### src/rtl/gfx_pkg.sv
`default_nettype none

package gfx_pkg;

	// RGB444, red in the top nibble
	typedef logic [11:0] color_t;

	// Palette index, low nibble zero is transparent
	typedef logic [7:0] color_index_t;

	typedef logic [11:0] apb_addr_t;
	typedef logic [15:0] apb_data_t;

	// Pixel coordinate or raster counter
	typedef logic [9:0] coord_t;

	// Register map (word addresses)
	localparam apb_addr_t REG_FRAME_COUNT = 12'hF00;
	localparam apb_addr_t REG_DISPLAY_Y   = 12'hF01;
	localparam apb_addr_t REG_VIDEO_MODE  = 12'hF02;
	localparam apb_addr_t REG_BG_COLOR    = 12'hF03;

	// Palette occupies E00 to EFF, write only
	localparam apb_addr_t PALETTE_BASE    = 12'hE00;

	// Default 640x480 raster
	localparam int H_ACTIVE_DEF = 640;
	localparam int H_FRONT_DEF  = 16;
	localparam int H_SYNC_DEF   = 96;
	localparam int H_BACK_DEF   = 48;

	localparam int V_ACTIVE_DEF = 480;
	localparam int V_FRONT_DEF  = 10;
	localparam int V_SYNC_DEF   = 2;
	localparam int V_BACK_DEF   = 33;

endpackage

`default_nettype wire

### src/rtl/video_timing.sv
`timescale 1ns/1ps
`default_nettype none

module video_timing #(
	parameter int H_ACTIVE = gfx_pkg::H_ACTIVE_DEF,
	parameter int H_FRONT  = gfx_pkg::H_FRONT_DEF,
	parameter int H_SYNC   = gfx_pkg::H_SYNC_DEF,
	parameter int H_BACK   = gfx_pkg::H_BACK_DEF,
	parameter int V_ACTIVE = gfx_pkg::V_ACTIVE_DEF,
	parameter int V_FRONT  = gfx_pkg::V_FRONT_DEF,
	parameter int V_SYNC   = gfx_pkg::V_SYNC_DEF,
	parameter int V_BACK   = gfx_pkg::V_BACK_DEF
)
(
	input  wire            CLK,
	input  wire            RSTb,
	input  wire            video_mode,
	output gfx_pkg::coord_t pixel_x,
	output gfx_pkg::coord_t pixel_y,
	output logic           de,
	output logic           hs,
	output logic           vs,
	output logic           irq_hsync,
	output logic           irq_vsync,
	output logic           frame_tick
);

	localparam int H_TOTAL = H_ACTIVE + H_FRONT + H_SYNC + H_BACK;
	localparam int V_TOTAL = V_ACTIVE + V_FRONT + V_SYNC + V_BACK;

	localparam gfx_pkg::coord_t H_LAST     = gfx_pkg::coord_t'(H_TOTAL - 1);
	localparam gfx_pkg::coord_t V_LAST     = gfx_pkg::coord_t'(V_TOTAL - 1);
	localparam gfx_pkg::coord_t H_DE_END   = gfx_pkg::coord_t'(H_ACTIVE);
	localparam gfx_pkg::coord_t V_DE_END   = gfx_pkg::coord_t'(V_ACTIVE);
	localparam gfx_pkg::coord_t HS_START   = gfx_pkg::coord_t'(H_ACTIVE + H_FRONT);
	localparam gfx_pkg::coord_t HS_END     = gfx_pkg::coord_t'(H_ACTIVE + H_FRONT + H_SYNC);
	localparam gfx_pkg::coord_t VS_START   = gfx_pkg::coord_t'(V_ACTIVE + V_FRONT);
	localparam gfx_pkg::coord_t VS_END     = gfx_pkg::coord_t'(V_ACTIVE + V_FRONT + V_SYNC);

	gfx_pkg::coord_t hcount;
	gfx_pkg::coord_t vcount;

	logic h_last;
	logic v_last;

	assign h_last = (hcount == H_LAST);
	assign v_last = (vcount == V_LAST);

	// Raster counters, vcount steps on each line wrap
	always_ff @(posedge CLK)
	begin
		if (!RSTb)
		begin
			hcount <= '0;
			vcount <= '0;
		end
		else if (h_last)
		begin
			hcount <= '0;
			if (v_last)
				vcount <= '0;
			else
				vcount <= vcount + 1'b1;
		end
		else
		begin
			hcount <= hcount + 1'b1;
		end
	end

	assign de = (hcount < H_DE_END) && (vcount < V_DE_END);

	// Sync pulses are active low
	assign hs = !((hcount >= HS_START) && (hcount < HS_END));
	assign vs = !((vcount >= VS_START) && (vcount < VS_END));

	// Interrupts on the leading edge of each sync
	assign irq_hsync  = (hcount == HS_START);
	assign irq_vsync  = (vcount == VS_START) && (hcount == '0);
	assign frame_tick = (hcount == '0) && (vcount == '0);

	// Half resolution repeats each pixel and each line
	assign pixel_x = video_mode ? (hcount >> 1) : hcount;
	assign pixel_y = video_mode ? (vcount >> 1) : vcount;

	a_hsync_single: assert property (@(posedge CLK) disable iff (!RSTb)
		irq_hsync |=> !irq_hsync);

endmodule

`default_nettype wire

### src/rtl/gfx_regs.sv
`timescale 1ns/1ps
`default_nettype none

module gfx_regs (
	input  wire                  CLK,
	input  wire                  RSTb,

	input  wire                  psel,
	input  wire                  penable,
	input  wire                  pwrite,
	input  wire gfx_pkg::apb_addr_t paddr,
	input  wire gfx_pkg::apb_data_t pwdata,
	output gfx_pkg::apb_data_t   prdata,
	output logic                 pready,
	output logic                 pslverr,

	input  wire                  frame_tick,
	input  wire gfx_pkg::coord_t pixel_y,

	output logic                 video_mode,
	output gfx_pkg::color_t      bg_color,
	output logic                 pal_we,
	output gfx_pkg::color_index_t pal_waddr,
	output gfx_pkg::color_t      pal_wdata
);

	logic access;

	logic hit_frame;
	logic hit_y;
	logic hit_mode;
	logic hit_bg;
	logic hit_pal;
	logic mapped;
	logic bad_access;
	logic wr_ok;

	gfx_pkg::apb_data_t frame_count;
	gfx_pkg::apb_data_t rd_data;

	// Set after the tick that follows reset release
	logic tick_seen;

	assign access = psel && penable;

	// Address decode
	assign hit_frame = (paddr == gfx_pkg::REG_FRAME_COUNT);
	assign hit_y     = (paddr == gfx_pkg::REG_DISPLAY_Y);
	assign hit_mode  = (paddr == gfx_pkg::REG_VIDEO_MODE);
	assign hit_bg    = (paddr == gfx_pkg::REG_BG_COLOR);
	assign hit_pal   = (paddr[11:8] == gfx_pkg::PALETTE_BASE[11:8]);
	assign mapped    = hit_frame || hit_y || hit_mode || hit_bg || hit_pal;

	// Read-only status written, or write-only palette read
	assign bad_access = !mapped
		|| (pwrite && (hit_frame || hit_y))
		|| (!pwrite && hit_pal);

	assign pready  = access;
	assign pslverr = access && bad_access;

	assign wr_ok = access && pwrite && !bad_access;

	// Control registers
	always_ff @(posedge CLK)
	begin
		if (!RSTb)
		begin
			video_mode <= 1'b0;
			bg_color   <= '0;
		end
		else if (wr_ok)
		begin
			if (hit_mode)
				video_mode <= pwdata[0];
			if (hit_bg)
				bg_color <= pwdata[11:0];
		end
	end

	// Frame counter skips the first tick after reset
	always_ff @(posedge CLK)
	begin
		if (!RSTb)
		begin
			frame_count <= '0;
			tick_seen   <= 1'b0;
		end
		else if (frame_tick)
		begin
			tick_seen <= 1'b1;
			if (tick_seen)
				frame_count <= frame_count + 1'b1;
		end
	end

	// Palette strobe lands on the edge ending the access phase
	assign pal_we    = wr_ok && hit_pal;
	assign pal_waddr = paddr[7:0];
	assign pal_wdata = pwdata[11:0];

	// Readback mux
	always_comb
	begin
		rd_data = '0;
		if (hit_frame)
			rd_data = frame_count;
		else if (hit_y)
			rd_data = gfx_pkg::apb_data_t'(pixel_y);
		else if (hit_mode)
			rd_data = gfx_pkg::apb_data_t'(video_mode);
		else if (hit_bg)
			rd_data = gfx_pkg::apb_data_t'(bg_color);
	end

	assign prdata = (access && !pwrite) ? rd_data : '0;

	a_penable_needs_psel: assert property (@(posedge CLK) disable iff (!RSTb)
		penable |-> psel);

	a_err_in_access: assert property (@(posedge CLK) disable iff (!RSTb)
		pslverr |-> pready);

endmodule

`default_nettype wire

### src/rtl/palette_ram.sv
`timescale 1ns/1ps
`default_nettype none

module palette_ram (
	input  wire                         CLK,
	input  wire                         we,
	input  wire gfx_pkg::color_index_t  waddr,
	input  wire gfx_pkg::color_index_t  raddr,
	input  wire gfx_pkg::color_t        wdata,
	output gfx_pkg::color_t             rdata
);

	gfx_pkg::color_t mem [0:255];

	// Write port
	always_ff @(posedge CLK)
	begin
		if (we)
			mem[waddr] <= wdata;
	end

	// Registered read, old data on a same-entry collision
	always_ff @(posedge CLK)
	begin
		rdata <= mem[raddr];
	end

endmodule

`default_nettype wire

### src/rtl/pixel_mixer.sv
`timescale 1ns/1ps
`default_nettype none

module pixel_mixer (
	input  wire                         CLK,
	input  wire                         RSTb,
	input  wire gfx_pkg::color_index_t  sprite_index,
	input  wire gfx_pkg::color_index_t  bg_index,
	input  wire                         de,
	input  wire                         hs,
	input  wire                         vs,
	input  wire gfx_pkg::color_t        bg_color,
	input  wire gfx_pkg::color_t        pal_rdata,
	output gfx_pkg::color_index_t       pal_raddr,
	output logic [3:0]                  red,
	output logic [3:0]                  green,
	output logic [3:0]                  blue,
	output logic                        hs_out,
	output logic                        vs_out
);

	logic sprite_hit;
	logic transparent;

	// Stage 1 state
	logic trans_d;
	logic de_d;
	logic hs_d;
	logic vs_d;

	// Stage 2 state
	gfx_pkg::color_t pix_q;

	// Sprite wins unless its low nibble is clear
	assign sprite_hit  = (sprite_index[3:0] != 4'h0);
	assign pal_raddr   = sprite_hit ? sprite_index : bg_index;
	assign transparent = (pal_raddr[3:0] == 4'h0);

	// Stage 1, aligned with the palette read
	always_ff @(posedge CLK)
	begin
		trans_d <= transparent;
		if (!RSTb)
		begin
			de_d <= 1'b0;
			hs_d <= 1'b1;
			vs_d <= 1'b1;
		end
		else
		begin
			de_d <= de;
			hs_d <= hs;
			vs_d <= vs;
		end
	end

	// Stage 2, background substitution and blanking
	always_ff @(posedge CLK)
	begin
		if (!RSTb)
		begin
			pix_q  <= '0;
			hs_out <= 1'b1;
			vs_out <= 1'b1;
		end
		else
		begin
			if (!de_d)
				pix_q <= '0;
			else if (trans_d)
				pix_q <= bg_color;
			else
				pix_q <= pal_rdata;
			hs_out <= hs_d;
			vs_out <= vs_d;
		end
	end

	assign red   = pix_q[11:8];
	assign green = pix_q[7:4];
	assign blue  = pix_q[3:0];

endmodule

`default_nettype wire

### src/rtl/gfx_top.sv
`timescale 1ns/1ps
`default_nettype none

module gfx_top #(
	parameter int H_ACTIVE = gfx_pkg::H_ACTIVE_DEF,
	parameter int H_FRONT  = gfx_pkg::H_FRONT_DEF,
	parameter int H_SYNC   = gfx_pkg::H_SYNC_DEF,
	parameter int H_BACK   = gfx_pkg::H_BACK_DEF,
	parameter int V_ACTIVE = gfx_pkg::V_ACTIVE_DEF,
	parameter int V_FRONT  = gfx_pkg::V_FRONT_DEF,
	parameter int V_SYNC   = gfx_pkg::V_SYNC_DEF,
	parameter int V_BACK   = gfx_pkg::V_BACK_DEF
)
(
	input  wire                         CLK,
	input  wire                         RSTb,

	// APB slave
	input  wire                         psel,
	input  wire                         penable,
	input  wire                         pwrite,
	input  wire gfx_pkg::apb_addr_t     paddr,
	input  wire gfx_pkg::apb_data_t     pwdata,
	output gfx_pkg::apb_data_t          prdata,
	output logic                        pready,
	output logic                        pslverr,

	// External sprite and background layers
	output gfx_pkg::coord_t             pixel_x,
	output gfx_pkg::coord_t             pixel_y,
	input  wire gfx_pkg::color_index_t  sprite_index,
	input  wire gfx_pkg::color_index_t  bg_index,

	// Video out
	output logic [3:0]                  red,
	output logic [3:0]                  green,
	output logic [3:0]                  blue,
	output logic                        hs,
	output logic                        vs,
	output logic                        de,
	output logic                        irq_hsync,
	output logic                        irq_vsync
);

	logic                   video_mode;
	logic                   frame_tick;
	logic                   tim_hs;
	logic                   tim_vs;
	logic                   pal_we;
	gfx_pkg::color_t        bg_color;
	gfx_pkg::color_t        pal_wdata;
	gfx_pkg::color_t        pal_rdata;
	gfx_pkg::color_index_t  pal_waddr;
	gfx_pkg::color_index_t  pal_raddr;

	gfx_regs regs0 (
		.CLK        (CLK),
		.RSTb       (RSTb),
		.psel       (psel),
		.penable    (penable),
		.pwrite     (pwrite),
		.paddr      (paddr),
		.pwdata     (pwdata),
		.prdata     (prdata),
		.pready     (pready),
		.pslverr    (pslverr),
		.frame_tick (frame_tick),
		.pixel_y    (pixel_y),
		.video_mode (video_mode),
		.bg_color   (bg_color),
		.pal_we     (pal_we),
		.pal_waddr  (pal_waddr),
		.pal_wdata  (pal_wdata)
	);

	video_timing #(
		.H_ACTIVE (H_ACTIVE),
		.H_FRONT  (H_FRONT),
		.H_SYNC   (H_SYNC),
		.H_BACK   (H_BACK),
		.V_ACTIVE (V_ACTIVE),
		.V_FRONT  (V_FRONT),
		.V_SYNC   (V_SYNC),
		.V_BACK   (V_BACK)
	) timing0 (
		.CLK        (CLK),
		.RSTb       (RSTb),
		.video_mode (video_mode),
		.pixel_x    (pixel_x),
		.pixel_y    (pixel_y),
		.de         (de),
		.hs         (tim_hs),
		.vs         (tim_vs),
		.irq_hsync  (irq_hsync),
		.irq_vsync  (irq_vsync),
		.frame_tick (frame_tick)
	);

	// Sync leaves through the mixer so it stays with the pixel
	pixel_mixer mixer0 (
		.CLK          (CLK),
		.RSTb         (RSTb),
		.sprite_index (sprite_index),
		.bg_index     (bg_index),
		.de           (de),
		.hs           (tim_hs),
		.vs           (tim_vs),
		.bg_color     (bg_color),
		.pal_rdata    (pal_rdata),
		.pal_raddr    (pal_raddr),
		.red          (red),
		.green        (green),
		.blue         (blue),
		.hs_out       (hs),
		.vs_out       (vs)
	);

	palette_ram pal0 (
		.CLK   (CLK),
		.we    (pal_we),
		.waddr (pal_waddr),
		.raddr (pal_raddr),
		.wdata (pal_wdata),
		.rdata (pal_rdata)
	);

endmodule

`default_nettype wire

### config.mk
export PLATFORM = sky130hd
export DESIGN_NAME = gfx_top
export DESIGN_NICKNAME = d
export VERILOG_FILES = /design/src/rtl/gfx_pkg.sv /design/src/rtl/video_timing.sv /design/src/rtl/gfx_regs.sv /design/src/rtl/palette_ram.sv /design/src/rtl/pixel_mixer.sv /design/src/rtl/gfx_top.sv
export SDC_FILE = /design/constraint.sdc
export NUM_CORES = 2
export LEC_CHECK = 0
export CAP_MARGIN = 15
export CORE_AREA = 2 2 579 581
export DETAILED_ROUTE_END_ITERATION = 10
export DIE_AREA = 0 0 581 583
export DONT_BUFFER_PORTS = 1
export PLACE_DENSITY = 0.58
export REMOVE_ABC_BUFFERS = 1
export SLEW_MARGIN = 10
export SYNTH_ARGS = -nofsm -noshare
export SYNTH_HDL_FRONTEND = slang
export SYNTH_HIERARCHICAL = 1
export SYNTH_SLANG_ARGS = --single-unit
### constraint.sdc
create_clock -name CLK -period 2.72 [get_ports CLK]
set_clock_uncertainty 0.2 [all_clocks]
set_input_delay 0.136 -clock CLK [delete_from_list [all_inputs] [get_ports CLK]]
set_output_delay 0.136 -clock CLK [all_outputs]
set_load 0.1 [all_outputs]
# --- Word level (Yosys, flattened, before mapping) ---
# Memories as Yosys holds them, arrays and structs flattened. A register that Yosys moved wholly into a read port is not among the register bits.
# Index checks and enable logic that the tools add are counted.
totals:
  ff_bits: 68
  mem_bits_rw: 3072
  input_bits: 49
  elab_cells: 78
  memories: 1
op_classes:
  add_sub_neg: 3
  order_cmp: 6
  n_eq_ne: 9
  muxes: 12
  bitwise: 1
  reduce_logical: 33
mem_list:
  columns: ["name", "words", "width", "rd", "rd_clocked_by_memory_dff", "write_ports", "line", "rtl"]
  rows:
  - ["pal0.mem", 256, 12, 1, 1, 1, "palette_ram.sv:13", "gfx_pkg::color_t mem [0:255];"]
ops:
  columns: ["cell", "n"]
  rows:
  - ["$mux 16", 4]
  - ["$eq 12x12->1 const B", 4]
  - ["$eq 10x10->1 const B", 3]
  - ["$mux 10", 3]
  - ["$mux 12", 2]
  - ["$add 10x1->10 const B", 2]
  - ["$logic_not 10->1", 2]
  - ["$lt 10x10->1 const B", 2]
  - ["$lt 10x9->1 const B", 2]
  - ["$add 16x1->16 const B", 1]
  - ["$logic_and 1x1->1", 13]
  - ["$eq 10x9->1 const B", 1]
  - ["$ge 10x10->1 const B", 1]
  - ["$ge 10x9->1 const B", 1]
  - ["$mux 8", 1]
  - ["$reduce_and 2->1", 4]
  - ["$logic_or 1x1->1", 6]
  - ["$logic_not 1->1", 5]
  - ["$eq 4x4->1 const B", 1]
  - ["$logic_not 4->1", 1]
  - ["$reduce_bool 4->1", 1]
  - ["$mux 1", 2]
  - ["$reduce_or 2->1", 1]
  - ["$not 1->1", 1]

# --- Longest topological paths before layout ---
logic_depth:
  depth_word: 13
  depth_mapped: 13
  mapped_depth_nobuf: 9

# --- Modules after synthesis ---
# Netlist, hierarchy kept.
by_module_without_submodules:
  columns: ["module", "instances", "cells_each", "area_each_um2"]
  rows:
  - ["palette_ram", 1, 5506, 118632.5]
  - ["gfx_regs", 1, 223, 1783.0]
  - ["video_timing", 1, 165, 1322.5]
  - ["pixel_mixer", 1, 62, 689.4]

# --- Worst setup path after synthesis ---
# OpenSTA, ideal clock, no wires.
synth_path:
  path_kind: "reg2out"
  startpoint: "register regs0.video_mode"
  endpoint: "output port prdata[1]"
  t_arrival_ps: 7758
  t_required_ps: 2384
  setup_slack_ps: -5374
  stages_incl_launch_ff: 6
  path_buffers: 2
  cell_sequence: "dfxtp_1 clkbuf_1 clkbuf_1 o21ai_0 nor2_1 a2111oi_0"
synth_between:
  elab_chain_cells: 4
synth_rtl:
  columns: ["element", "line", "rtl"]
  rows:
  - ["from (decl)", "gfx_regs.sv:20", "output logic video_mode,"]
  - ["from (signal assigned)", "gfx_regs.sv:75", "video_mode <= pwdata[0];"]
  - ["$mux 10", "video_timing.sv:84", "assign pixel_y = video_mode ? (vcount >> 1) : vcount;"]
  - ["net pixel_y[1]", "gfx_top.sv:30", "output gfx_pkg::coord_t pixel_y,"]
  - ["$mux 16", "gfx_regs.sv:108", "else if (hit_y)"]
  - ["$mux 16", "gfx_regs.sv:106", "if (hit_frame)"]
  - ["$mux 16", "gfx_regs.sv:116", "assign prdata = (access && !pwrite) ? rd_data : '0;"]
  - ["to (decl)", "gfx_top.sv:24", "output gfx_pkg::apb_data_t prdata,"]
# The timed path passes the listed nets, and every way through them passes these cells.

# --- Worst setup path after layout ---
layout_path:
  startpoint: "input port sprite_index[3]"
  endpoint: "register pal0.rdata[2] (read register of pal0.mem)"
layout_between:
  elab_chain_cells: 2
layout_rtl:
  columns: ["element", "line", "rtl"]
  rows:
  - ["from (decl)", "gfx_top.sv:31", "input wire gfx_pkg::color_index_t sprite_index,"]
  - ["$reduce_bool 4->1", "pixel_mixer.sv:35", "assign sprite_hit = (sprite_index[3:0] != 4'h0);"]
  - ["$mux 8", "pixel_mixer.sv:36", "assign pal_raddr = sprite_hit ? sprite_index : bg_index;"]
  - ["net pal_raddr[1]", "gfx_top.sv:54", "gfx_pkg::color_index_t pal_raddr;"]
  - ["to (decl)", "palette_ram.sv:10", "output gfx_pkg::color_t rdata"]
# The timed path passes the listed nets, and every way through them passes these cells.
# A chain may end at the register's enable or synchronous reset.

==> qor.csv <==
metric;value;unit
clock latency at the later pin of the worst-skew pair;0.88;ns
smallest hold slack;-0.814;ns
area of the multi-input gates;26800;um2
Ports;104;
Antenna Nets Post-Route;0;
fmax;357;MHz
hold buffers post-CTS;46;
CTS tree;built;
layout cell share with drive strength beyond 1;0.317;
PwrDens;686;nW/um2
CTS buffer count;321;
global route overflow;0;
Hold Path Class;input port to flop;
top_reg_cell synth;edfxtp_1;
DRT Pass-1 Iters;6;
most frequent cells in the layout;edfxtp_1 (3072), buf_4 (776), mux4_2 (637);
routed len/inst;28.8;um
I/O Buffers;0;
leakage;47.5;nW
Synth async-reset ratio;0;
Max Cap Viol;0;
Setup TNS Final;-0.121;ns
outcome;finished with violations;
Final period util;1.03;
peak supply drop;0.548;mV
vias in the first global route;63900;
Setup CP Type;input port to flop;
post-DP HPWL;206000;um
Mean Syn Cell Area;20.6;um2
CTS H-Tree Depth;5;
Clock Path Buffers;4;
core area;332000;um2
overall routing resource usage;0.193;
DRT iter0 DRCs;7485;
sequential fraction of the synthesis area;0.767;
gpl congestion;0.855;
Vias/cell;5.54;
CTS Sinks;3152;
Worst Path Required;3.28;ns
final-report hold violation count;2825;
die footprint;339000;um2
final slew viol count;0;
most common cell after layout, fill and taps aside;edfxtp_1;
FF+latch area;93900;um2
final core occ;0.444;
fin worst setup slack;-0.0800;ns
failing checks;hold timing, setup timing;
Total Power;101;mW
Synth Register Bits;3152;
nets@finish;7031;
Post-Synthesis Cells;5956;
Worst Setup End Kind;flop;
Tightest Pin Transition;1.41;ns
largest net degree at the start of global routing;259;
fillers;28100;
Post-synth EDFFs;3072;
crit start category;input port;
root buf cell;clkbuf_16;
crit path max fanout;20;
distinct cell type count after synthesis;80;
initial antenna violation count;22;
initial core utilization;0.368;
final setup vio count;3;
total wire length;334000;um
Yosys Warn Count;6;
fin crit period;2.80;ns
Cell Rows;212;
drt drc;0;
Die Width;581;um
synthesis-to-finish area growth;20.5;%
Netlist Area Pre-Place;122000;um2
RSZ-0062 raised after global routing;yes;
clock slew at reported path FFs;0.06;ns
WP data arrival;3.36;ns
first-pass GRT wire length;474000;um
Die Span Y;583;um
total number of vias;64300;
slew margin rel.;0.0599;
[through the flow]
stage / area, um2 / std cells / setup WS [ns]
finish: 148000 / 11600 / -0.0800
floorplan: 120000 / 5573 / -17.84
global route: 148000 / 11600 / -0.105
CTS: 147000 / 11600 / 0.000510
detailed placement: 136000 / 11000 / -1.71
global placement: 136000 / 11000 / -1.69
[worst max-delay path, stage by stage]
cell and delay [ns]:
nor4_4 0.34, buf_4 0.20, a21o_4 0.22, buf_12 0.27
buf_12 0.22, buf_4 0.21, buf_4 0.19, mux4_2 0.31
a22oi_2 0.23, a21oi_1 0.23, nor4_4 0.46, buf_4 0.21
nor4b_1 0.05
[sequential cells by signal, summed over array words and instances, names as in the netlist]
register           cells
regs0/bg_color        12
mixer0/pix_q          12
regs0/frame_count     16
regs0/video_mode       1
mixer0/de_d            1
pal0/mem            3072
mixer0/vs_d            1
mixer0/vs_out          1
regs0/tick_seen        1
pal0/rdata            12
mixer0/hs_out          1
mixer0/hs_d            1
timing0/hcount        10
mixer0/trans_d         1
timing0/vcount        10
[repair_timing]
item | CTS | global route
buffers inserted | 4 | 12
gates resized for setup | 55 | 60
hold endpoints to repair | 6061 | 3072
setup endpoints to repair | 38 | 72
pin swaps | 12 | 13
cloned | 0 | 2
[area by class of cell]
cell class	instances	share of cell area
Multi-Input combinational cell	2406	0.181
Timing Repair Buffer	1081	0.0779
Tap cell	4387	0.0372
Clock buffer	413	0.0581
Antenna cell	5	0.0000848
Clock inverter	155	0.00868
Inverter	15	0.000382
Sequential cell	3152	0.636
[power breakdown]
group | switching, mW | internal, mW | total, mW | leakage [nW]
Clock | 18.2 | 23.9 | 42.1 | 4.79
Combinational | 3.03 | 2.49 | 5.53 | 14.5
Sequential | 0.256 | 53.3 | 53.6 | 28.3
Total | 21.5 | 79.7 | 101 | 47.5
[synth_stat cells (all sizes together), types with 46 or more instances]
cell type | count | area share
nor2 | 380 | 0.012
a22oi | 215 | 0.013
mux2i | 251 | 0.021
a21oi | 130 | 0.0053
nand2 | 77 | 0.0024
mux2 | 51 | 0.0047
edfxtp | 3072 | 0.75
dfxtp | 80 | 0.013
buf | 216 | 0.015
nand3 | 53 | 0.0022
clkbuf | 167 | 0.0051
o21ai | 46 | 0.0019
o221ai | 56 | 0.0041
o22ai | 88 | 0.0045
mux4 | 637 | 0.12
[layer usage]
layer	share of wire	global-route usage	wire, um	vias to the layer above
li1	-	-	-	26900
met1	0.41	0.271	138000	34200
met2	0.48	0.312	160000	2662
met3	0.077	0.0297	25600	515
met4	0.031	0.0561	10500	8
met5	0.00013	0	43	-
[path summary, 6_finish.rpt]
kind,depth (start not counted),end,slack [ns],from
setup / recovery,13,pal0/rdata[2],-0.08,sprite_index[3]
hold / removal,0,pal0/mem[43][4],-0.81,pwdata[4]
setup reg to reg,9,regs0/frame_count[14],0,timing0/hcount[5]
hold reg to reg,1,mixer0/hs_out,0.21,mixer0/hs_d
[cells by family (layout without fill, tap and decap cells)]
family / after synthesis / count (layout) / synth area share
compound gates: 678 / 678 / 0.0386
xor+xnor: 22 / 22 / 0.00157
fa+ha+maj: 5 / 5 / 0.000511
buf+inv: 398 / 1664 / 0.0203
flops: 3152 / 3152 / 0.767
mux: 939 / 939 / 0.142
other cells: 0 / 5 / 0
simple gates: 762 / 762 / 0.0300
Power figures use the tool's default switching activity.
